===== config.mk =====
export PLATFORM = sky130hd
export DESIGN_NAME = result_stage
export DESIGN_NICKNAME = d
export VERILOG_FILES = /design/src/common/pipe_pkg.sv /design/src/result/result_stage.sv
export VERILOG_INCLUDE_DIRS = /design/src /design/src/common
export SDC_FILE = /design/constraint.sdc
export NUM_CORES = 1
export LEC_CHECK = 0
export ABC_CLOCK_PERIOD_IN_PS = 1100
export BUFFER_PORTS_ARGS = -buffer_cell sky130_fd_sc_hd__buf_2
export CORE_AREA = 2 2 108 110
export CTS_BUF_LIST = sky130_fd_sc_hd__clkbuf_8
export CTS_CLUSTER_DIAMETER = 50
export DETAILED_ROUTE_END_ITERATION = 12
export DIE_AREA = 0 0 110 112
export HOLD_SLACK_MARGIN = 0.06
export SLEW_MARGIN = 20
export SYNTH_ARGS = -nofsm -noshare
export SYNTH_HDL_FRONTEND = slang
export SYNTH_SLANG_ARGS = --single-unit

===== constraint.sdc =====
create_clock -name clock -period 1.1 [get_ports clock]
set_input_delay 0.11 -clock clock [delete_from_list [all_inputs] [get_ports clock]]
set_output_delay 0.11 -clock clock [all_outputs]
set_load 0.01 [all_outputs]

===== src/common/pipe_macros.svh =====
`ifndef PIPE_MACROS_SVH
`define PIPE_MACROS_SVH

// Datapath and register file sizes
`define PIPE_XLEN       64
`define PIPE_INST_W     32
`define PIPE_REG_IDX_W  5
`define PIPE_NUM_REGS   32
`define PIPE_ZERO_REG   5'd31

////////////////////
// Function codes, instruction bits 11:5

// Arithmetic group (op_inta)
`define PIPE_FUNC_ADDQ   7'h20
`define PIPE_FUNC_SUBQ   7'h29
`define PIPE_FUNC_CMPEQ  7'h2d
`define PIPE_FUNC_CMPULT 7'h1d

// Logic group (op_intl), BIS shares its code with ADDQ
`define PIPE_FUNC_AND    7'h00
`define PIPE_FUNC_BIS    7'h20
`define PIPE_FUNC_XOR    7'h40

// Shift group (op_ints)
`define PIPE_FUNC_SLL    7'h39
`define PIPE_FUNC_SRL    7'h34

`endif


===== src/common/pipe_pkg.sv =====
`default_nettype none

`include "pipe_macros.svh"

package pipe_pkg;

  // Major opcode, instruction bits 31:26
  typedef enum logic [5:0] {
    op_pal  = 6'h00,
    op_inta = 6'h10,
    op_intl = 6'h11,
    op_ints = 6'h12
  } opcode_t;

  typedef enum logic [3:0] {
    alu_add,
    alu_sub,
    alu_cmpeq,
    alu_cmpult,
    alu_and,
    alu_bis,
    alu_xor,
    alu_sll,
    alu_srl,
    alu_none
  } alu_op_t;

  typedef enum logic [1:0] {
    no_error,
    halted_on_halt,
    halted_on_illegal
  } error_status_t;

  // Decode to execute record
  typedef struct packed {
    logic                       valid;
    alu_op_t                    alu_op;
    logic [`PIPE_REG_IDX_W-1:0] ra_idx;
    logic [`PIPE_REG_IDX_W-1:0] rb_idx;
    logic [`PIPE_REG_IDX_W-1:0] dest_idx;
    logic                       use_literal;
    logic [7:0]                 literal;
    logic                       wr_en;
    logic                       halt;
    logic                       illegal;
    logic [`PIPE_INST_W-1:0]    ir;
  } decoded_inst_t;

  // Execute to result record
  typedef struct packed {
    logic                       valid;
    logic                       wr_en;
    logic [`PIPE_REG_IDX_W-1:0] dest_idx;
    logic [`PIPE_XLEN-1:0]      data;
    logic                       halt;
    logic                       illegal;
    logic [`PIPE_INST_W-1:0]    ir;
  } exec_result_t;

  // Register file write, also the bypass source
  typedef struct packed {
    logic                       en;
    logic [`PIPE_REG_IDX_W-1:0] idx;
    logic [`PIPE_XLEN-1:0]      data;
  } reg_write_t;

endpackage

`default_nettype wire


===== src/result/result_stage.sv =====
`default_nettype none

`include "pipe_macros.svh"

module result_stage (
  input  logic                       clock,
  input  logic                       reset,
  input  pipe_pkg::exec_result_t     result,
  output pipe_pkg::reg_write_t       write_back,
  output logic                       commit_valid,
  output logic                       commit_wr_en,
  output logic [`PIPE_REG_IDX_W-1:0] commit_wr_idx,
  output logic [`PIPE_XLEN-1:0]      commit_wr_data,
  output logic [`PIPE_INST_W-1:0]    commit_ir,
  output pipe_pkg::error_status_t    error_status
);

  logic halted;

  assign halted = (error_status != pipe_pkg::no_error);

  // Nothing retires once stopped
  assign commit_valid   = result.valid && !halted;
  assign commit_wr_en   = commit_valid && result.wr_en;
  assign commit_wr_idx  = result.dest_idx;
  assign commit_wr_data = result.data;
  assign commit_ir      = result.ir;

  assign write_back = '{en: commit_wr_en, idx: result.dest_idx, data: result.data};

  ////////////////////
  // Sticky status

  always_ff @(posedge clock)
  begin
    if (reset)
      error_status <= pipe_pkg::no_error;
    else if (commit_valid && result.halt)
      error_status <= pipe_pkg::halted_on_halt;
    else if (commit_valid && result.illegal)
      error_status <= pipe_pkg::halted_on_illegal;
  end

endmodule

`default_nettype wire


==> impl_metrics.json, run 1 <==
{
  "status": "finished, violations left",
  "violations": "setup timing",
  "drtPass1Iterations": 2,
  "path_max_fanout": 4,
  "htreeDepth": 1,
  "leakagePower_nw": 0.111,
  "die_height_um": 112,
  "fin_worst_skew_ns": 0.000127,
  "largest_register_ffs": 2,
  "drc": 0,
  "crit_arrival_ns": 1.03,
  "required_ns": 0.99,
  "clockBufferDepth": 2,
  "rows": 39,
  "portBuffers": 10,
  "clock-sinks": 2,
  "dp_cells": 163,
  "io_pins": 282,
  "cts_root_buffer": "clkbuf_8",
  "max-slew-margin-rel": 0.883,
  "slowest_delay_ns": 0.32,
  "die_area_um2": 12300,
  "start_kind": "flip-flop",
  "min_path_type": "input port to flip-flop",
  "initial_core_util": 0.123,
  "peakVddDrop_mv": 0.241,
  "setup_viol": 2,
  "routed_via_density": 2.26,
  "overflow": 0,
  "hold_violations": 0,
  "rsz0062_at_grt": "yes",
  "routabilityCongestion": 0.574,
  "min_period_over_period": 1.03,
  "fillCellCount": 1309,
  "path_clk_slew_ns": 0.03,
  "synth.distinct_cells": 8,
  "critPathTopFamily": "simple AND/OR/NAND/NOR gates",
  "drt_iter0_drc": 8,
  "diodes": 0,
  "synth_cells": 181,
  "grt_pass1_wl_mm": 4.19,
  "drt-wirelength-per-cell_um": 21.3,
  "finalWirelength_mm": 3.55,
  "largest_register": "error_status",
  "cts_tree": "done",
  "grt_antenna_before_repair": 0,
  "cpMaxStageDelayCell": "dfxtp_2",
  "vias": 377,
  "setup_ws_ns": -0.0364,
  "numCtsBuffers": 3,
  "crit_buf_inv": 1,
  "grt_pass1_vias": 476,
  "drive_above_1_share": 0.750,
  "drtAntennaViolNets": 0,
  "min_period_ns": 1.14,
  "largestRegisters": "error_status: 2 flops",
  "clk_latency_ns": 0.21,
  "syn_area_per_cell_um2": 7.62,
  "grt_use_total": 0.0528,
  "end_kind": "output port",
  "ys_top_cells_by_area": "buf_4, dfxtp_1, nor3b_2",
  "syn_nets": 288,
  "instances_no_fill": 167,
  "yosys.area.top_type": "buf_4",
  "syn_to_final_growth_pct": -71.2,
  "crit_path_cell_trace": "nor3b_2 > and2_4 > buf_6",
  "syn_area_um2": 1380,
  "maxCapViolCount": 0,
  "core_um2": 11200,
  "synth-seq-cells": 2,
  "die_w_um": 110,
  "timing.setup.tns_ns": -0.0689,
  "synth_top_area_share": 0.931,
  "worst-setup-path-type": "flip-flop to output port",
  "yosysWarnings": 0,
  "grt_max_degree": 5,
  "final_max_slew_viol_count": 0,
  "ys_seq_area_frac": 0.0290,
  "fmax_mhz": 880,
  "worst_slew_pin_slew_ns": 0.174,
  "power_density_nw_per_um2": 1100,
  "nets": 133
}
==> layout make-up <==
cell class	count	area, um^2	area share
tap	143	179	0.451
timing repair buffer	11	76.3	0.192
multi-input combinational	6	50.0	0.126
sequential	2	42.5	0.107
clock buffer	3	41.3	0.104
inverter	2	7.51	0.0189
==> stage by stage <==
| stage | power (W) | area (um^2) | utilization | setup WS (ns) | hold WS [ns] |
|---|---|---|---|---|---|
| finish | 0.000436 | 397 | 0.0355 | -0.0364 | 0.0734 |
| global route | 0.000462 | 397 | 0.0355 | -0.0874 | 0.0867 |
| CTS | 0.000447 | 395 | 0.0354 | -0.0468 | 0.0737 |
| detailed placement | 0.000130 | 324 | 0.0290 | 0.115 | 0.220 |
| global placement | 0.000129 | 324 | 0.0290 | 0.200 | 0.220 |
| floorplan | 0.000743 | 1380 | - | 0.0104 | 0.179 |
==> power breakdown <==
group          leakage, nW  internal (W)  switching (W)
logic               0.0726     0.0000381      0.0000253
registers           0.0172     0.0000789     0.00000464
clock network       0.0216      0.000231      0.0000573
==> metal layers <==
metal  vias to the layer above  track usage  part of all wire
met2                       124       0.0536              0.32
met1                        94      0.00880             0.076
met3                        97       0.0849              0.37
met5                         -       0.0168                 0
li1                         62            -                 -
met4                         0        0.117              0.23
==> path summary, 6_finish.rpt <==
kind	endpoint	start	slack [ns]	cells past startpoint
min reg2reg	error_status[0]	error_status[0]	0.46	2
min	error_status[0]	reset	0.07	2
max reg2reg	error_status[1]	error_status[0]	0.39	2
max	write_back[69]	error_status[0]	-0.04	3
==> cell families (layout without fill, tap and decap cells) <==
group / after synthesis / after routing / share of synthesized area
AND/OR/NAND/NOR: 4 / 4 / 0.0272
AO/OA/AOI/OAI: 2 / 2 / 0.00726
flip-flops: 2 / 2 / 0.0290
buffers and inverters: 173 / 16 / 0.936
==> cells in the mapped netlist <==
cell type    n
buf_4      171
a21oi_1      2
dfxtp_1      2
inv_1        2
and2_1       1
nand3b_1     1
nand4bb_1    1
nor3b_2      1
==> cells in the final DEF, fill, tap and decap left out <==
cell type,synthesis,final
buf_2,0,7
clkbuf_8,0,3
buf_6,0,3
inv_1,2,2
a21oi_1,2,2
dfxtp_2,0,2
nor3b_2,1,1
and2_4,0,1
nand4bb_1,1,1
nand3b_1,1,1
buf_4,171,1
==> repair_timing <==
action | CTS | global route
setup endpoints to repair | 2 | 3
hold buffers | 0 | 0
pin swaps | 2 | 2
resized for setup | 6 | 1
setup buffers | 1 | 0
endpoints found under the hold margin | 0 | 0
Power figures use the tool's default switching activity.
==> run 2: changes to the inputs <==
--- a/config.mk
+++ b/config.mk
@@ -10,10 +10,8 @@
 export BUFFER_PORTS_ARGS = -buffer_cell sky130_fd_sc_hd__buf_2
 export CORE_AREA = 2 2 108 110
-export CTS_BUF_LIST = sky130_fd_sc_hd__clkbuf_8
 export CTS_CLUSTER_DIAMETER = 50
 export DETAILED_ROUTE_END_ITERATION = 12
 export DIE_AREA = 0 0 110 112
 export HOLD_SLACK_MARGIN = 0.06
-export SLEW_MARGIN = 20
 export SYNTH_ARGS = -nofsm -noshare
 export SYNTH_HDL_FRONTEND = slang
==> constraint.sdc (replaced) <==
create_clock -name clock -period 1.1 [get_ports clock]
set_input_delay 0.22 -clock clock [delete_from_list [all_inputs] [get_ports clock]]
set_output_delay 0.22 -clock clock [all_outputs]
set_load 0.01 [all_outputs]
==> run 2 against run 1 <==
The run still ends with setup timing left. Largest cell class unchanged. Critical endpoint is now commit_wr_en. First-iteration DRC count down 38%. Non-clock buffer count up 1. Flip-flop and latch count unchanged. Highest routed layer unchanged. Wire length up 1.3%. Count of clock-buffer cells in the layout up 1. Total power up 64%. Worst hold slack better by 0.096 ns. Combinational power about the same. Final area up 12%. Critical path type unchanged. Global-route usage about the same. Sequential power down 2%.
==> impl_metrics.json, run 2 (synthesis gave the netlist of run 1 again) <==
{
  "core_um2": 11200,
  "min_period_ns": 1.24,
  "overflow": 0,
  "worst-setup-path-type": "flip-flop to output port",
  "numCtsBuffers": 3,
  "violations": "setup timing",
  "cpMaxStageDelayCell": "dfxtp_4",
  "timing.setup.tns_ns": -0.293,
  "grt_use_total": 0.0530,
  "slowest_delay_ns": 0.34,
  "die_w_um": 110,
  "peakVddDrop_mv": 0.686,
  "finalWirelength_mm": 3.60,
  "crit_arrival_ns": 1.02,
  "leakagePower_nw": 0.133,
  "grt_antenna_before_repair": 0,
  "required_ns": 0.88,
  "r2r-start": "error_status[0]",
  "power_density_nw_per_um2": 1610,
  "power_w": 0.000715,
  "fin_worst_skew_ns": 0.00449,
  "grt_max_degree": 4,
  "drt_iter0_drc": 5,
  "diodes": 0,
  "start_kind": "flip-flop",
  "cts_root_buffer": "clkbuf_16",
  "cts_tree": "done",
  "clk_latency_ns": 0.22,
  "min_period_over_period": 1.13,
  "grt_pass1_vias": 491,
  "path_max_fanout": 2,
  "path_clk_slew_ns": 0.03,
  "reg2reg_setup_slack_ns": 0.25,
  "hold_path_startpoint": "reset",
  "layout_commonest_cell": "buf_2",
  "htreeDepth": 1,
  "postPlaceCellArea_um2": 338,
  "drtAntennaViolNets": 0,
  "utilization": 0.0397,
  "crit_start": "error_status[1]",
  "ctsHoldBuffers": 0,
  "status": "finished, violations left",
  "final_max_slew_viol_count": 0,
  "crit_path_cell_trace": "nor3b_4 > and2_4 > buf_6",
  "die_height_um": 112,
  "reg2reg_to": "error_status[1]",
  "end_kind": "output port",
  "fmax_mhz": 808,
  "clockBufferDepth": 2,
  "drt-wirelength-per-cell_um": 21.3,
  "dp_hpwl_mm": 3.06,
  "die_area_um2": 12300,
  "drtPass1Iterations": 2,
  "max-slew-margin-rel": 0.899,
  "routabilityCongestion": 0.527,
  "whs_endpoint": "error_status[1]",
  "vias": 389,
  "largest_register_ffs": 2,
  "io_pins": 282,
  "nets": 134,
  "hold_violations": 0,
  "setup_ws_ns": -0.138,
  "portBuffers": 10,
  "rows": 39,
  "initial_core_util": 0.123,
  "place_ws_ns": 0.0538,
  "rsz0062_at_grt": "yes",
  "routed_via_density": 2.30,
  "whs_path_depth": 2,
  "maxCapViolCount": 0,
  "setup_viol": 3,
  "clock-sinks": 2,
  "fillCellCount": 1311,
  "drive_above_1_share": 0.731,
  "largest_register": "error_status",
  "drc": 0,
  "grt_pass1_wl_mm": 4.26,
  "timing.reg2reg.worst_path_depth": 3,
  "min_path_type": "input port to flip-flop",
  "final_cell_mix": "buf_2, clkbuf_16",
  "final_cell_area_um2": 444,
  "largestRegisters": "error_status: 2 flops",
  "worst_slew_pin_slew_ns": 0.151,
  "syn_to_final_growth_pct": -67.8
}
==> run 2: report_power, final <==
part           leakage (nW)  switching, W   total, W  internal, W
Combinational        0.0774     0.0000254  0.0000636    0.0000382
Clock                0.0382     0.0000920   0.000570     0.000478
Sequential           0.0175    0.00000487  0.0000822    0.0000773
Total                 0.133      0.000122   0.000715     0.000593
==> run 2: final cells by class <==
type	count	area (um^2)	area share
sequential	2	45.0	0.101
tap	143	179	0.403
inverter	2	7.51	0.0169
timing repair buffer	12	77.6	0.175
clock buffer	4	78.8	0.177
multi-input combinational	6	56.3	0.127
==> run 2: worst max path at each step <==
stage	to	slack, ns
after detailed placement	commit_wr_en	0.05
after CTS	commit_wr_en	-0.15
final	commit_wr_en	-0.14
after floorplan	write_back[69]	-0.005
after global routing	commit_wr_en	-0.18
after global placement	commit_wr_en	0.06
==> run 2: what timing repair did <==
item                                    CTS  global route
buffers inserted                          2             0
pin swaps                                 2             0
endpoints found under the setup margin    3             3
resized for setup                         2             0
==> run 2: routing by layer <==
metal / GRT usage / share of wire
met1: 0.00141 / 0.034
met2: 0.0564 / 0.34
met3: 0.114 / 0.45
met4: 0.0928 / 0.18
met5: 0 / 0
==> run 2: worst max-delay path, delay by kind of cell, from the launching register on <==
kind	cells	cell delay [ns]
buffers and inverters	1	0.10
AND/OR/NAND/NOR	2	0.36
flip-flops	1	0.34
==> run 2: stage by stage <==
stage / hold slack [ns] / std cells
3_5_place_dp: 0.399 / 163
4_1_cts: 0.172 / 169
5_1_grt: 0.176 / 169
3_3_place_gp: 0.402 / 163
6_report: 0.169 / 169
2_1_floorplan: 0.279 / 181
==> run 3: changes to the inputs <==
- ABC_CLOCK_PERIOD_IN_PS: 1100 -> 1400
- CORE_AREA: 2 2 108 110 -> 2 2 109 111
- DIE_AREA: 0 0 110 112 -> 0 0 111 113
- clock period: 1.1 -> 1.4 ns (I/O delays scaled with it)
==> run 3 against run 2 <==
Flip-flop and latch count is the same. Count of clock-buffer cells in the layout decreased by 1. Register-to-register slack better by 0.43 ns. Final area decreased by 7.6%. Global-route usage is 0.16 points lower. Total power fell by 25%. The flow now finishes without violations. Highest routed layer unchanged. Non-clock buffer count down 1. Combinational power down 33%. Sequential power down 21%. Clock skew is 0.0045 ns lower. Worst hold slack better by 0.063 ns.
==> impl_metrics.json, run 3 (synthesis gave the netlist of run 1 again) <==
{
  "switching_share": 0.168,
  "path_clk_slew_ns": 0.03,
  "layout_commonest_cell": "buf_2",
  "vias": 350,
  "dp_hpwl_mm": 2.99,
  "initial_core_util": 0.122,
  "crit_arrival_ns": 1.06,
  "fillCellCount": 1318,
  "portBuffers": 10,
  "core_um2": 11300,
  "grt_use_total": 0.0514,
  "clock-sinks": 2,
  "largestRegisters": "error_status: 2 flops",
  "crit_buf_inv": 1,
  "grt_pass1_vias": 464,
  "syn_to_final_growth_pct": -70.2,
  "clockBufferDepth": 2,
  "min_period_ns": 1.34,
  "status": "finished clean",
  "hold_violations": 0,
  "cts_tree": "done",
  "routabilityCongestion": 0.554,
  "critPathTopFamily": "simple AND/OR/NAND/NOR gates",
  "largest_register": "error_status",
  "cpMaxStageDelayCell": "dfxtp_2",
  "reg2reg_setup_slack_ns": 0.68,
  "final_cell_mix": "buf_2, clkbuf_16, inv_1, a21oi_1",
  "drtPass1Iterations": 2,
  "power_w": 0.000538,
  "p_sw_w": 0.0000907,
  "cts_root_buffer": "clkbuf_16",
  "die_w_um": 111,
  "rsz0062_at_grt": "no",
  "peakVddDrop_mv": 0.287,
  "register_area_um2": 41.3,
  "io_pins": 282,
  "crit_path_cell_trace": "nor3b_2 > and2_4 > buf_2",
  "path_max_fanout": 4,
  "diodes": 0,
  "htreeDepth": 1,
  "worst_slew_pin_slew_ns": 0.165,
  "setup_viol": 0,
  "clk_latency_ns": 0.22,
  "worst-setup-path-type": "flip-flop to output port",
  "slowest_delay_ns": 0.32,
  "numCtsBuffers": 3,
  "fin_worst_skew_ns": 0.0000351,
  "finalWirelength_mm": 3.49,
  "routed_via_density": 2.10,
  "leakagePower_nw": 0.123,
  "p_comb_frac": 0.079,
  "rows": 39,
  "seqPwrFrac": 0.121,
  "nets": 133,
  "drive_above_1_share": 0.708,
  "intPower_w": 0.000448,
  "power_density_nw_per_um2": 1310,
  "drtAntennaViolNets": 0,
  "die_area_um2": 12500,
  "grt_pass1_wl_mm": 4.34,
  "largest_register_ffs": 2,
  "grt_antenna_before_repair": 0,
  "max-slew-margin-rel": 0.889,
  "drt_iter0_drc": 7,
  "drc": 0,
  "final_max_slew_viol_count": 0,
  "min_path_type": "input port to flip-flop",
  "drt-wirelength-per-cell_um": 20.9,
  "ctsHoldBuffers": 0,
  "fmax_mhz": 748,
  "start_kind": "flip-flop",
  "end_kind": "output port",
  "multiInputGateArea_um2": 50.0,
  "maxCapViolCount": 0,
  "overflow": 0,
  "min_period_over_period": 0.955,
  "die_height_um": 113,
  "clockPowerShare": 0.800,
  "required_ns": 1.12,
  "timing.setup.tns_ns": 0,
  "grt_max_degree": 5
}
[run 3: changes by cell type in the layout (fill, tap and decap cells not counted), sizes merged]
cell / before / now
buf: 12 / 11
clkbuf: 4 / 3
[run 3: cell type report]
type / instances / area share
Tap cell: 143 / 0.436
Clock buffer: 3 / 0.183
Timing Repair Buffer: 11 / 0.140
Multi-Input combinational cell: 6 / 0.122
Sequential cell: 2 / 0.101
Inverter: 2 / 0.0183
[run 3: routing by layer]
| metal | global-route usage | vias up | part of all wire |
|---|---|---|---|
| met5 | 0 | - | 0 |
| met2 | 0.0528 | 133 | 0.31 |
| met1 | 0.0126 | 75 | 0.090 |
| li1 | - | 62 | - |
| met4 | 0.0917 | 0 | 0.19 |
| met3 | 0.0948 | 80 | 0.40 |
[run 3: worst reg2reg max path, delay by kind of cell (launching register included)]
family / cells / cell delay (ns)
DFF: 1 / 0.32
and+or+nand+nor: 1 / 0.18
AOI/OAI and AO/OA: 1 / 0.15
[run 3: path summary, 6_finish.rpt]
path | from | to | cells past startpoint
setup / recovery | error_status[1] | write_back[69] | 3
hold / removal | reset | error_status[1] | 2
setup reg to reg | error_status[0] | error_status[1] | 2
hold reg to reg | error_status[1] | error_status[1] | 2
[run 3: power groups by stage]
stage | registers [W] | clock network, W | logic [W]
2_1_floorplan | 0.0000669 | 0 | 0.000517
3_3_place_gp | 0.0000651 | 0 | 0.0000364
3_5_place_dp | 0.0000659 | 0 | 0.0000371
4_1_cts | 0.0000650 | 0.000437 | 0.0000374
5_1_grt | 0.0000660 | 0.000450 | 0.0000466
6_report | 0.0000652 | 0.000431 | 0.0000424
[run 3: per-stage QoR]
stage / hold slack [ns] / worst slack, ns / instances / utilization / area (um^2)
detailed placement: 0.460 / 0.202 / 163 / 0.0287 / 324
global route: 0.266 / 0.0130 / 167 / 0.0364 / 410
CTS: 0.238 / 0.00360 / 166 / 0.0354 / 399
finish: 0.232 / 0.0629 / 167 / 0.0364 / 410
global placement: 0.462 / 0.218 / 163 / 0.0287 / 324
floorplan: 0.349 / 0.140 / 181 / - / 1380
[run 3: repair_timing]
action                     4_1_cts  5_1_grt
setup endpoints to repair        0        2
gates resized for setup          0        2
setup buffers                    0        1
