**src/common/pipe_macros.svh**
```systemverilog
`ifndef PIPE_MACROS_SVH
`define PIPE_MACROS_SVH

// Datapath and register file sizes
`define PIPE_XLEN       64
`define PIPE_INST_W     32
`define PIPE_REG_IDX_W  5
`define PIPE_NUM_REGS   32
`define PIPE_ZERO_REG   5'd31

////////////////////
// Function codes, instruction bits 11:5

// Arithmetic group (op_inta)
`define PIPE_FUNC_ADDQ   7'h20
`define PIPE_FUNC_SUBQ   7'h29
`define PIPE_FUNC_CMPEQ  7'h2d
`define PIPE_FUNC_CMPULT 7'h1d

// Logic group (op_intl), BIS shares its code with ADDQ
`define PIPE_FUNC_AND    7'h00
`define PIPE_FUNC_BIS    7'h20
`define PIPE_FUNC_XOR    7'h40

// Shift group (op_ints)
`define PIPE_FUNC_SLL    7'h39
`define PIPE_FUNC_SRL    7'h34

`endif

```
**src/common/pipe_pkg.sv**
```systemverilog
`default_nettype none

`include "pipe_macros.svh"

package pipe_pkg;

  // Major opcode, instruction bits 31:26
  typedef enum logic [5:0] {
    op_pal  = 6'h00,
    op_inta = 6'h10,
    op_intl = 6'h11,
    op_ints = 6'h12
  } opcode_t;

  typedef enum logic [3:0] {
    alu_add,
    alu_sub,
    alu_cmpeq,
    alu_cmpult,
    alu_and,
    alu_bis,
    alu_xor,
    alu_sll,
    alu_srl,
    alu_none
  } alu_op_t;

  typedef enum logic [1:0] {
    no_error,
    halted_on_halt,
    halted_on_illegal
  } error_status_t;

  // Decode to execute record
  typedef struct packed {
    logic                       valid;
    alu_op_t                    alu_op;
    logic [`PIPE_REG_IDX_W-1:0] ra_idx;
    logic [`PIPE_REG_IDX_W-1:0] rb_idx;
    logic [`PIPE_REG_IDX_W-1:0] dest_idx;
    logic                       use_literal;
    logic [7:0]                 literal;
    logic                       wr_en;
    logic                       halt;
    logic                       illegal;
    logic [`PIPE_INST_W-1:0]    ir;
  } decoded_inst_t;

  // Execute to result record
  typedef struct packed {
    logic                       valid;
    logic                       wr_en;
    logic [`PIPE_REG_IDX_W-1:0] dest_idx;
    logic [`PIPE_XLEN-1:0]      data;
    logic                       halt;
    logic                       illegal;
    logic [`PIPE_INST_W-1:0]    ir;
  } exec_result_t;

  // Register file write, also the bypass source
  typedef struct packed {
    logic                       en;
    logic [`PIPE_REG_IDX_W-1:0] idx;
    logic [`PIPE_XLEN-1:0]      data;
  } reg_write_t;

endpackage

`default_nettype wire

```
**src/decode/decode_stage.sv**
```systemverilog
`default_nettype none

`include "pipe_macros.svh"

module decode_stage (
  input  logic                    clock,
  input  logic                    reset,
  input  logic                    inst_valid,
  input  logic [`PIPE_INST_W-1:0] inst,
  output pipe_pkg::decoded_inst_t decoded
);

  pipe_pkg::opcode_t       opcode;
  logic [6:0]              func;
  pipe_pkg::decoded_inst_t next_rec;

  assign opcode = pipe_pkg::opcode_t'(inst[31:26]);
  assign func   = inst[11:5];

  ////////////////////
  // Field extraction and function mapping

  always_comb
  begin
    next_rec             = '0;
    next_rec.valid       = inst_valid;
    next_rec.ra_idx      = inst[25:21];
    next_rec.rb_idx      = inst[20:16];
    next_rec.dest_idx    = inst[4:0];
    next_rec.use_literal = inst[12];   // Literal form
    next_rec.literal     = inst[20:13];
    next_rec.ir          = inst;
    next_rec.alu_op      = pipe_pkg::alu_none;

    case (opcode)
      pipe_pkg::op_inta:
        case (func)
          `PIPE_FUNC_ADDQ:   next_rec.alu_op = pipe_pkg::alu_add;
          `PIPE_FUNC_SUBQ:   next_rec.alu_op = pipe_pkg::alu_sub;
          `PIPE_FUNC_CMPEQ:  next_rec.alu_op = pipe_pkg::alu_cmpeq;
          `PIPE_FUNC_CMPULT: next_rec.alu_op = pipe_pkg::alu_cmpult;
          default:           next_rec.alu_op = pipe_pkg::alu_none;
        endcase
      pipe_pkg::op_intl:
        case (func)
          `PIPE_FUNC_AND:    next_rec.alu_op = pipe_pkg::alu_and;
          `PIPE_FUNC_BIS:    next_rec.alu_op = pipe_pkg::alu_bis;
          `PIPE_FUNC_XOR:    next_rec.alu_op = pipe_pkg::alu_xor;
          default:           next_rec.alu_op = pipe_pkg::alu_none;
        endcase
      pipe_pkg::op_ints:
        case (func)
          `PIPE_FUNC_SLL:    next_rec.alu_op = pipe_pkg::alu_sll;
          `PIPE_FUNC_SRL:    next_rec.alu_op = pipe_pkg::alu_srl;
          default:           next_rec.alu_op = pipe_pkg::alu_none;
        endcase
      default:               next_rec.alu_op = pipe_pkg::alu_none;
    endcase

    // Halt is the all-zero PAL word
    next_rec.halt    = (opcode == pipe_pkg::op_pal) && (inst[25:0] == 26'd0);
    next_rec.illegal = (next_rec.alu_op == pipe_pkg::alu_none) && !next_rec.halt;
    next_rec.wr_en   = inst_valid && !next_rec.illegal && !next_rec.halt
                       && (next_rec.dest_idx != `PIPE_ZERO_REG);
  end

  always_ff @(posedge clock)
  begin
    if (reset)
      decoded <= '0;
    else
      decoded <= next_rec;
  end

endmodule

`default_nettype wire

```
**config.mk**
```make
export PLATFORM = sky130hd
export DESIGN_NAME = decode_stage
export DESIGN_NICKNAME = d
export VERILOG_FILES = /design/src/common/pipe_pkg.sv /design/src/decode/decode_stage.sv
export VERILOG_INCLUDE_DIRS = /design/src /design/src/common
export SDC_FILE = /design/constraint.sdc
export NUM_CORES = 1
export LEC_CHECK = 0
export BUFFER_PORTS_ARGS = -buffer_cell sky130_fd_sc_hd__buf_2
export CAP_MARGIN = 30
export CORE_MARGIN = 2
export CORE_UTILIZATION = 42
export CTS_CLUSTER_DIAMETER = 120
export DETAILED_ROUTE_END_ITERATION = 10
export GPL_ROUTABILITY_DRIVEN = 0
export PLACE_DENSITY = 0.78
export SLEW_MARGIN = 25
export SYNTH_ARGS = -nofsm -noshare
export SYNTH_HDL_FRONTEND = slang
export SYNTH_SLANG_ARGS = --single-unit
export TNS_END_PERCENT = 50
```
**constraint.sdc**
```tcl
create_clock -name clock -period 2.14 [get_ports clock]
set_input_delay 0.428 -clock clock [delete_from_list [all_inputs] [get_ports clock]]
set_output_delay 0.428 -clock clock [all_outputs]
set_load 0.01 [all_outputs]
```
==> results.md, run 1 <==
- Post-synthesis sequential area ratio: 0.488
- Startpoint types: primary input
- Worst EP arrival: just under 2 ns
- P_leak: 1.02 nW
- Fill count: 349
- Yosys warns: 0
- Largest regs: decoded: 40 flops
- RSZ-0062 raised after global routing: no
- Share of the synthesized area in the top cell type: 0.488
- Drt total wl: between 3000 and 4000 um
- CP peak stage delay: 0.44 ns
- Top FF cell, synth: dfxtp_1
- FF+latch count, synth: 40
- P&R area growth vs syn: 29.6%
- Worst-margin pin slew: between 0.4 and 0.5 ns
- Upper clock frequency limit: about 560 MHz
- CP Capture Type: register
- I/O pin count: 99
- Average size of a mapped cell: a little under 10 um^2
- CTS tree: yes
- Synth unique cells: 39
- Detailed-route via count: 1423
- Ys async rst share: 0
- Final period utilization: 0.839
- Resized cells post-CTS: 0
- Antenna cells: 0
- Final ANT Viol Nets: 0
- H-tree depth: 2
- Max reg flops: 40
- Core ar.: between 3000 and 4000 um^2
- Multi-input logic area: between 600 and 700 um^2
- Setup TNS Final: 0 ns
- Hold Vio Cnt, Final: 0
- GRT Total Usage: 0.163
- Die area: 4420 um^2
- Total grt overflow: 0
- Top cells by area, synth: dfxtp_1 49%, nor2b_1 13%, buf_4 11%, nor4_1 2.7%, a21oi_1 1.5%
- Postcts setup bufs: 0
- Max stage delay cell, worst path: or4_4
- Max-cap viol count: 0
- Crit-path max FO: 4
- Via/cell ratio: 4.86
- First-pass GRT wire length: between 5000 and 6000 um
- Nets: ~280
- Die H: between 60 and 70 um
- Setup crit end: decoded[32]
- Reg with most FFs: decoded
- Die width: roughly 67 um
- Post-detailed-route DRC marker count: 0
- Clock sink total: 40
- Syn nets: around 200
- FP Rows: 22
- Starting Density: 0.442
- Most common cell in the netlist: dfxtp_1
- CTS root buffer: clkbuf_8
- CTS buffer count: 5
- CP Class: primary input to register
- Minimum clock period: ~1.8 ns
- CTS clk-pin slew, worst paths: ~0.080 ns
- Number of enable flip-flop cells after synthesis: 0
- Worst path bufs/invs: 1
- Storage cell area: ~800 um^2
- Post-Layout Cell Count: between 200 and 300
- Vias in the first global route: roughly 1200
- Yosys top cell by area: dfxtp_1
- Cells after synthesis: between 150 and 200
- Max Root-Sink Buffers: 2
- CP cell instances: buf_2 -> or3_4 -> or4_4 -> a211oi_2 -> o2111ai_2 -> and2_1
- Post-synth top cells: 40 x dfxtp_1, 33 x nor2b_1, 24 x buf_4, 7 x nor4_1, 6 x nor2_1
- Largest net degree at the start of global routing: 28
- Pre-antenna DRT Iters: 4
- Status: complete, no violations
- HPWL Detailed: about 2800 um
- Critical Path Source: inst[8]
- WL/cell: around 12 um
- Slew Viols, Final: 0
- Port Buffers: 98
- Detailed Route Iter0 Violations: around 50
- Mapped cell area: roughly 1600 um^2
- Worst-case vdd ir drop: 401 uV
- Power Density: 750 nW/um^2
- Ratio of cells with drive above 1 in the final layout: 0.486
- CTS Hold Bufs: 0
- Placed cells: about 290
- Top delay family on crit path: simple AND/OR/NAND/NOR gates
- Initial antenna violation count: 0
- Final setup violation count: 0
- Critical path depth: 6
- HP Class: primary input to register
- Rel. slew slack: 0.684
- Worst Path Required: roughly 2.3 ns
==> logic make-up after synthesis <==
kind of cell,synth area share
AO/OA/AOI/OAI,0.0762
XOR/XNOR,0.00534
buffers and inverters,0.132
flip-flops,0.488
AND/OR/NAND/NOR,0.299
==> report_power, final <==
| group | switching (mW) | leakage [nW] | internal [mW] |
|---|---|---|---|
| sequential | 0.0119 | 0.333 | 0.781 |
| combinational | 0.114 | 0.634 | 0.0983 |
| clock | 0.246 | 0.0541 | 0.345 |
| total | 0.372 | 1.02 | 1.22 |
==> through the flow <==
step	hold slack, ns	area (um^2)	setup WS, ns	power (mW)	utilization
after floorplan	0.508	1640	0.235	0.943	-
after global placement	0.653	2020	0.0781	1.02	0.543
after global routing	0.364	2130	0.284	1.68	0.573
after CTS	0.353	2130	0.352	1.62	0.573
after detailed placement	0.656	2020	0.0398	1.03	0.543
final	0.360	2130	0.345	1.60	0.573
==> area by class of cell <==
class                      instances  share of cell area
clock inverter                     3              0.0200
multi-input combinational         93               0.293
timing repair buffer             103               0.248
inverter                           1             0.00176
tap                               48              0.0282
sequential                        40               0.376
clock buffer                       5              0.0323
==> layer usage <==
layer	global-route usage	routed length, um	part of all wire	vias to the layer above
met5	0	0	0	-
met4	0.0485	33	0.0096	0
met3	0.0557	311	0.091	5
met2	0.294	1740	0.51	65
met1	0.178	1340	0.39	653
li1	-	-	-	700
==> worst min path at each step <==
stage	start	slack, ns	depth (start not counted)	end
floorplan	reset	0.51	1	decoded[63]
global placement	inst[25]	0.65	2	decoded[25]
detailed placement	inst[20]	0.66	2	decoded[20]
CTS	inst[20]	0.35	2	decoded[20]
global route	inst[18]	0.36	2	decoded[51]
finish	inst[20]	0.36	2	decoded[20]
==> layout by cell type (no fill, tap or decap), types with 3 or more instances in the layout <==
cell type / n
dfxtp_1: 40
clkbuf_8: 5
nand2_1: 3
buf_4: 5
a21oi_1: 5
nor2b_1: 33
nor2_1: 6
nand3_1: 3
nor4_1: 7
or3_1: 4
buf_2: 98
nand2b_1: 3
No activity file was read; power rests on OpenSTA's default activity.
==> inputs of run 2 (changes only) <==
--- a/config.mk
+++ b/config.mk
@@ -6,14 +6,15 @@
 export SDC_FILE = /design/constraint.sdc
 export NUM_CORES = 1
 export LEC_CHECK = 0
+export ABC_AREA = 1
 export BUFFER_PORTS_ARGS = -buffer_cell sky130_fd_sc_hd__buf_2
 export CAP_MARGIN = 30
 export CORE_MARGIN = 2
-export CORE_UTILIZATION = 42
+export CORE_UTILIZATION = 39
 export CTS_CLUSTER_DIAMETER = 120
 export DETAILED_ROUTE_END_ITERATION = 10
 export GPL_ROUTABILITY_DRIVEN = 0
-export PLACE_DENSITY = 0.78
+export PLACE_DENSITY = 0.76
 export SLEW_MARGIN = 25
 export SYNTH_ARGS = -nofsm -noshare
 export SYNTH_HDL_FRONTEND = slang
==> constraint.sdc (replaced) <==
create_clock -name clock -period 1.5 [get_ports clock]
set_input_delay 0.3 -clock clock [delete_from_list [all_inputs] [get_ports clock]]
set_output_delay 0.3 -clock clock [all_outputs]
set_load 0.01 [all_outputs]
==> results.md, run 2 <==
- Status: complete, no violations
- Reg with most FFs: decoded
- Min-delay src: inst[17]
- Fill count: 430 (+23%)
- I/O pin count: 99 (unchanged)
- Hold Vio Cnt, Final: 0 (unchanged)
- CTS root buffer: clkbuf_8
- P&R area growth vs syn: 27.3%
- Vias in the first global route: 1458 (+17%)
- Flop pwr share: 0.524 (+0.027)
- Post-Layout Cell Count: 354 (+21%)
- Final setup violation count: 0 (unchanged)
- CTS clk-pin slew, worst paths: 0.07 ns (about the same)
- Power Density: 997 nW/um^2 (+33%)
- Top cells by area, synth: dfxtp_1 47%, nor2_1 11%, buf_4 11%, inv_1 6.8%, nand2_1 5.3%
- Final ANT Viol Nets: 0 (unchanged)
- Startpoint types: primary input
- Worst EP arrival: 1.29 ns (-0.69 ns)
- Postcts setup bufs: 0 (unchanged)
- Number of enable flip-flop cells after synthesis: 0 (unchanged)
- FF+latch count, synth: 40 (unchanged)
- Worst-case vdd ir drop: 334 uV (-17%)
- Mapped cell area: 1700 um^2 (+3.7%)
- Clock power share: 0.333 (-0.037)
- Largest net degree at the start of global routing: 17 (-39%)
- Total grt overflow: 0 (unchanged)
- Worst-margin pin slew: 0.221 ns (-0.252 ns)
- Via/cell ratio: 4.37 (-10%)
- Average size of a mapped cell: 7.67 um^2 (-22%)
- Placed Area: 2080 um^2 (+2.9%)
- Post-detailed-route DRC marker count: 0 (unchanged)
- Die H: 70.1 um (+5.3%)
- Cell-internal power: 1.62 mW (+32%)
- Placed cells: 346 (+21%)
- Crit-path max FO: 3 (-1)
- Core ar.: 4260 um^2 (+15%)
- Minimum clock period: ~1.1 ns
- FP Rows: 24 (+9.1%)
- Clock sink total: 40 (unchanged)
- Syn nets: 257 (+28%)
- Ys async rst share: 0 (unchanged)
- Storage cell area: 801 um^2 (unchanged)
- Commonest non-fill, non-tap cells in the layout: 98 x buf_2, 49 x nor2_1, 40 x dfxtp_1
- Nets: 336 (+20%)
- Upper clock frequency limit: ~900 MHz
- Die area: 4910 um^2 (+11%)
- Overall power: 2.16 mW (+35%)
- Rel. slew slack: 0.852 (+0.167)
- Ratio of cells with drive above 1 in the final layout: 0.437 (-0.0486)
- Post-synth top cells: 49 x nor2_1, 40 x dfxtp_1, 31 x inv_1, 24 x buf_4, 24 x nand2_1
- GRT Total Usage: 0.151 (-0.0119)
- Antenna cells: 0 (unchanged)
- Net Sw Frac: 0.251 (+0.0180)
- CTS buffer count: 5 (unchanged)
- Final period utilization: 0.741
- Initial antenna violation count: 0 (unchanged)
- Starting Density: 0.399 (-0.0427)
- Max Root-Sink Buffers: 2 (unchanged)
- Critical Path Source: inst[6]
- Synth unique cells: 21 (-46%)
- Comb power frac: 0.143 (+0.010)
- First-pass GRT wire length: 5870 um (+8.2%)
- Top FF cell, synth: dfxtp_1
- H-tree depth: 2 (unchanged)
- Commonest non-fill, non-tap cell in the layout: buf_2
- Max reg flops: 40 (unchanged)
- CP Capture Type: register
- Detailed Route Iter0 Violations: 34 (-31%)
- HPWL Detailed: 2980 um (+8.1%)
- Yosys top cell by area: dfxtp_1
- CTS Hold Bufs: 0 (unchanged)
- Worst Path Required: 1.68 ns (-0.64 ns)
- Setup TNS Final: 0 ns (unchanged)
- P_sw: 0.542 mW (+46%)
- Slew Viols, Final: 0 (unchanged)
- Yosys warns: 0 (unchanged)
- Max-cap viol count: 0 (unchanged)
- Final instance area: 2170 um^2 (+1.8%)
- Most common cell in the netlist: nor2_1
- CTS tree: yes
- Port Buffers: 98 (unchanged)
- CP Class: primary input to register
- P_leak: 1.22 nW (+20%)
- Detailed-route via count: 1547 (+8.7%)
- RSZ-0062 raised after global routing: no
- Drt total wl: 3620 um (+5.4%)
- Cells after synthesis: 222 (+34%)
- Largest regs: decoded: 40 flops
- HP Class: primary input to register
- Share of the synthesized area in the top cell type: 0.471 (-0.0172)
- Die width: 70.1 um (+5.3%)
- Post-synthesis sequential area ratio: 0.471 (-0.0172)
- WL/cell: 10.2 um (-13%)
- Multi-input logic area: 566 um^2 (-9.4%)
- Pre-antenna DRT Iters: 4 (unchanged)
- Resized cells post-CTS: 0 (unchanged)
run 2: routing by layer:
metal,track usage,vias to the layer above,part of all wire
met5,0,-,0
met1,0.155,680,0.39
met4,0.0919,0,0.023
met2,0.273,65,0.51
li1,-,795,-
met3,0.0375,7,0.073
run 2: metrics by stage:
stage | hold WS [ns] | utilization | setup slack [ns]
6_report | 0.224 | 0.508 | 0.388
5_1_grt | 0.221 | 0.508 | 0.242
4_1_cts | 0.216 | 0.508 | 0.400
3_5_place_dp | 0.522 | 0.487 | 0.0971
3_3_place_gp | 0.514 | 0.487 | 0.122
2_1_floorplan | 0.383 | - | 0.333
run 2: logic make-up (layout without fill, tap and decap cells):
kind of cell	Yosys count	in the layout	synth area share
flip-flops	40	40	0.471
AO/OA/AOI/OAI	6	6	0.0228
buffers and inverters	65	145	0.197
AND/OR/NAND/NOR	111	111	0.310
run 2: worst paths after layout:
check	cells past startpoint	slack (ns)	endpoint
max	9	0.39	decoded[34]
min	3	0.22	decoded[50]
run 2: power groups by stage:
stage	combinational [mW]	sequential, mW	clock [mW]
3_3_place_gp	0.307	1.15	0
2_1_floorplan	0.162	1.19	0
3_5_place_dp	0.312	1.16	0
5_1_grt	0.341	1.14	0.788
4_1_cts	0.313	1.13	0.744
6_report	0.308	1.13	0.719
run 2: final cells by class:
type / instances / area share
Sequential cell: 40 / 0.370
Tap cell: 52 / 0.0300
Timing Repair Buffer: 100 / 0.233
Multi-Input combinational cell: 117 / 0.261
Inverter: 37 / 0.0641
Clock buffer: 8 / 0.0416
run 2: critical path: stages:
cell and delay [ns]:
buf_2 0.12, nor2_2 0.18, nand2_2 0.11, nor2_1 0.12, nand2_1 0.06, nor2_1 0.17
inv_1 0.08, o211ai_1 0.10, nor2_2 0.06
==> inputs of run 3 (changes only) <==
--- a/config.mk
+++ b/config.mk
@@ -6,15 +6,15 @@
 export SDC_FILE = /design/constraint.sdc
 export NUM_CORES = 1
 export LEC_CHECK = 0
-export ABC_AREA = 1
+export ABC_AREA = 0
 export BUFFER_PORTS_ARGS = -buffer_cell sky130_fd_sc_hd__buf_2
 export CAP_MARGIN = 30
 export CORE_MARGIN = 2
-export CORE_UTILIZATION = 39
+export CORE_UTILIZATION = 42
 export CTS_CLUSTER_DIAMETER = 120
 export DETAILED_ROUTE_END_ITERATION = 10
 export GPL_ROUTABILITY_DRIVEN = 0
-export PLACE_DENSITY = 0.76
+export PLACE_DENSITY = 0.78
 export SLEW_MARGIN = 25
 export SYNTH_ARGS = -nofsm -noshare
 export SYNTH_HDL_FRONTEND = slang
==> constraint.sdc (replaced) <==
create_clock -name clock -period 1.1 [get_ports clock]
set_input_delay 0.22 -clock clock [delete_from_list [all_inputs] [get_ports clock]]
set_output_delay 0.22 -clock clock [all_outputs]
set_load 0.01 [all_outputs]
==> results.md, run 3 (synthesized netlist as in run 1, its figures left out) <==
- Die area: 4420 um^2 (-9.8%)
- Final hold slack: 0.161 ns (-0.0631 ns)
- Port Buffers: 98 (unchanged)
- Max Root-Sink Buffers: 2 (unchanged)
- Placed Area: 2210 um^2 (+6.4%)
- Clock sink total: 40 (unchanged)
- CTS tree: yes
- Startpoint types: primary input
- Antenna cells: 0 (unchanged)
- WL/cell: 11.4 um (+12%)
- Final instance area: 2400 um^2 (+11%)
- Setup TNS Final: -1.77 ns (-1.77 ns)
- Max-cap viol count: 0 (unchanged)
- Status: complete, but fails checks
- GRT Total Usage: 0.167 (+0.0163)
- Largest net degree at the start of global routing: 18 (+1)
- CTS buffer count: 5 (unchanged)
- Via/cell ratio: 4.70 (+7.6%)
- Initial antenna violation count: 0 (unchanged)
- Hold Vio Cnt, Final: 0 (unchanged)
- Drt total wl: 3650 um (+0.91%)
- Commonest non-fill, non-tap cell in the layout: buf_2
- Nets: 305 (-9.2%)
- Die width: 66.5 um (-5.0%)
- Final period utilization: 1.43
- Setup ws final: -0.470 ns (-0.858 ns)
- Commonest non-fill, non-tap cells in the layout: 97 x buf_2, 40 x dfxtp_1, 33 x nor2b_1
- Starting Density: 0.442 (+0.0427)
- Post-Layout Cell Count: 319 (-9.9%)
- Crit-path max FO: 4 (+1)
- Largest regs: decoded: 40 flops
- Reg with most FFs: decoded
- Die H: 66.5 um (-5.0%)
- P_leak: 1.18 nW (-3.8%)
- CP Capture Type: register
- First-pass GRT wire length: 5530 um (-5.8%)
- Max reg flops: 40 (unchanged)
- HP Class: primary input to register
- H-tree depth: 2 (unchanged)
- Detailed Route Iter0 Violations: 60 (+76%)
- Overall power: 3.63 mW (+68%)
- CTS clk-pin slew, worst paths: 0.08 ns (about the same)
- Core ar.: 3720 um^2 (-13%)
- P&R area growth vs syn: 46.0%
- I/O pin count: 99 (unchanged)
- CP Class: primary input to register
- Rel. slew slack: 0.713 (-0.139)
- Worst EP arrival: 1.75 ns (+0.46 ns)
- CTS Hold Bufs: 0 (unchanged)
- Post-Place Worst Slack: -0.794 ns (-0.891 ns)
- Worst-margin pin slew: 0.426 ns (+0.205 ns)
- CTS root buffer: clkbuf_8
- Vias in the first global route: 1303 (-11%)
- Detailed-route via count: 1500 (-3.0%)
- Final core area utilization: 0.645 (+0.137)
- Ratio of cells with drive above 1 in the final layout: 0.550 (+0.113)
- Minimum clock period: roughly 1.6 ns
- Slew Viols, Final: 0 (unchanged)
- Power Density: 1520 nW/um^2 (+52%)
- RSZ-0062 raised after global routing: yes
- Final setup violation count: 7 (+7)
- FP Rows: 22 (-8.3%)
- Failing checks: negative setup slack
- Final ANT Viol Nets: 0 (unchanged)
- Total grt overflow: 0 (unchanged)
- Worst-case vdd ir drop: 678 uV (+100%)
- Upper clock frequency limit: roughly 640 MHz
- Post-detailed-route DRC marker count: 0 (unchanged)
- HPWL Detailed: 3010 um (+0.88%)
- Placed cells: 310 (-10%)
- Fill count: 344 (-20%)
- Worst Path Required: 1.28 ns (-0.40 ns)
- Pre-antenna DRT Iters: 4 (unchanged)
-- run 3: area by class of cell --
type                       count  area (um^2)  share of cell area
inverter                       1         3.75             0.00157
tap                           48         60.1              0.0251
timing repair buffer         129          729               0.304
sequential                    40          801               0.334
multi-input combinational     93          644               0.269
clock buffer                   5         68.8              0.0287
clock inverter                 3         90.1              0.0376
-- run 3: metal layers --
metal,part of all wire,vias up,GRT usage
li1,-,748,-
met2,0.54,73,0.316
met1,0.38,677,0.172
met5,0,-,0
met3,0.077,2,0.0389
met4,0.0047,0,0.0740
-- run 3: path summary, 6_finish.rpt --
path,start,end,cells past startpoint
worst min-delay path,inst[25],decoded[25],2
worst max-delay path,inst[8],decoded[32],6
-- run 3: where the power goes --
group          leakage [nW]  total (mW)  switching, mW  internal [mW]
combinational         0.765       0.485          0.238          0.247
clock                0.0784        1.61          0.473           1.13
sequential            0.333        1.54         0.0230           1.52
-- run 3: worst max-delay path, stage by stage --
cell	delay, ns
buf_6	0.09
or3_4	0.40
or4_4	0.45
a211oi_2	0.24
o2111ai_2	0.17
and2_1	0.18
-- run 3: repair_timing --
item,4_1_cts,5_1_grt
resized for setup,3,2
buffers inserted,1,0
cloned,0,0
pin swaps,1,2
endpoints found under the setup margin,7,7
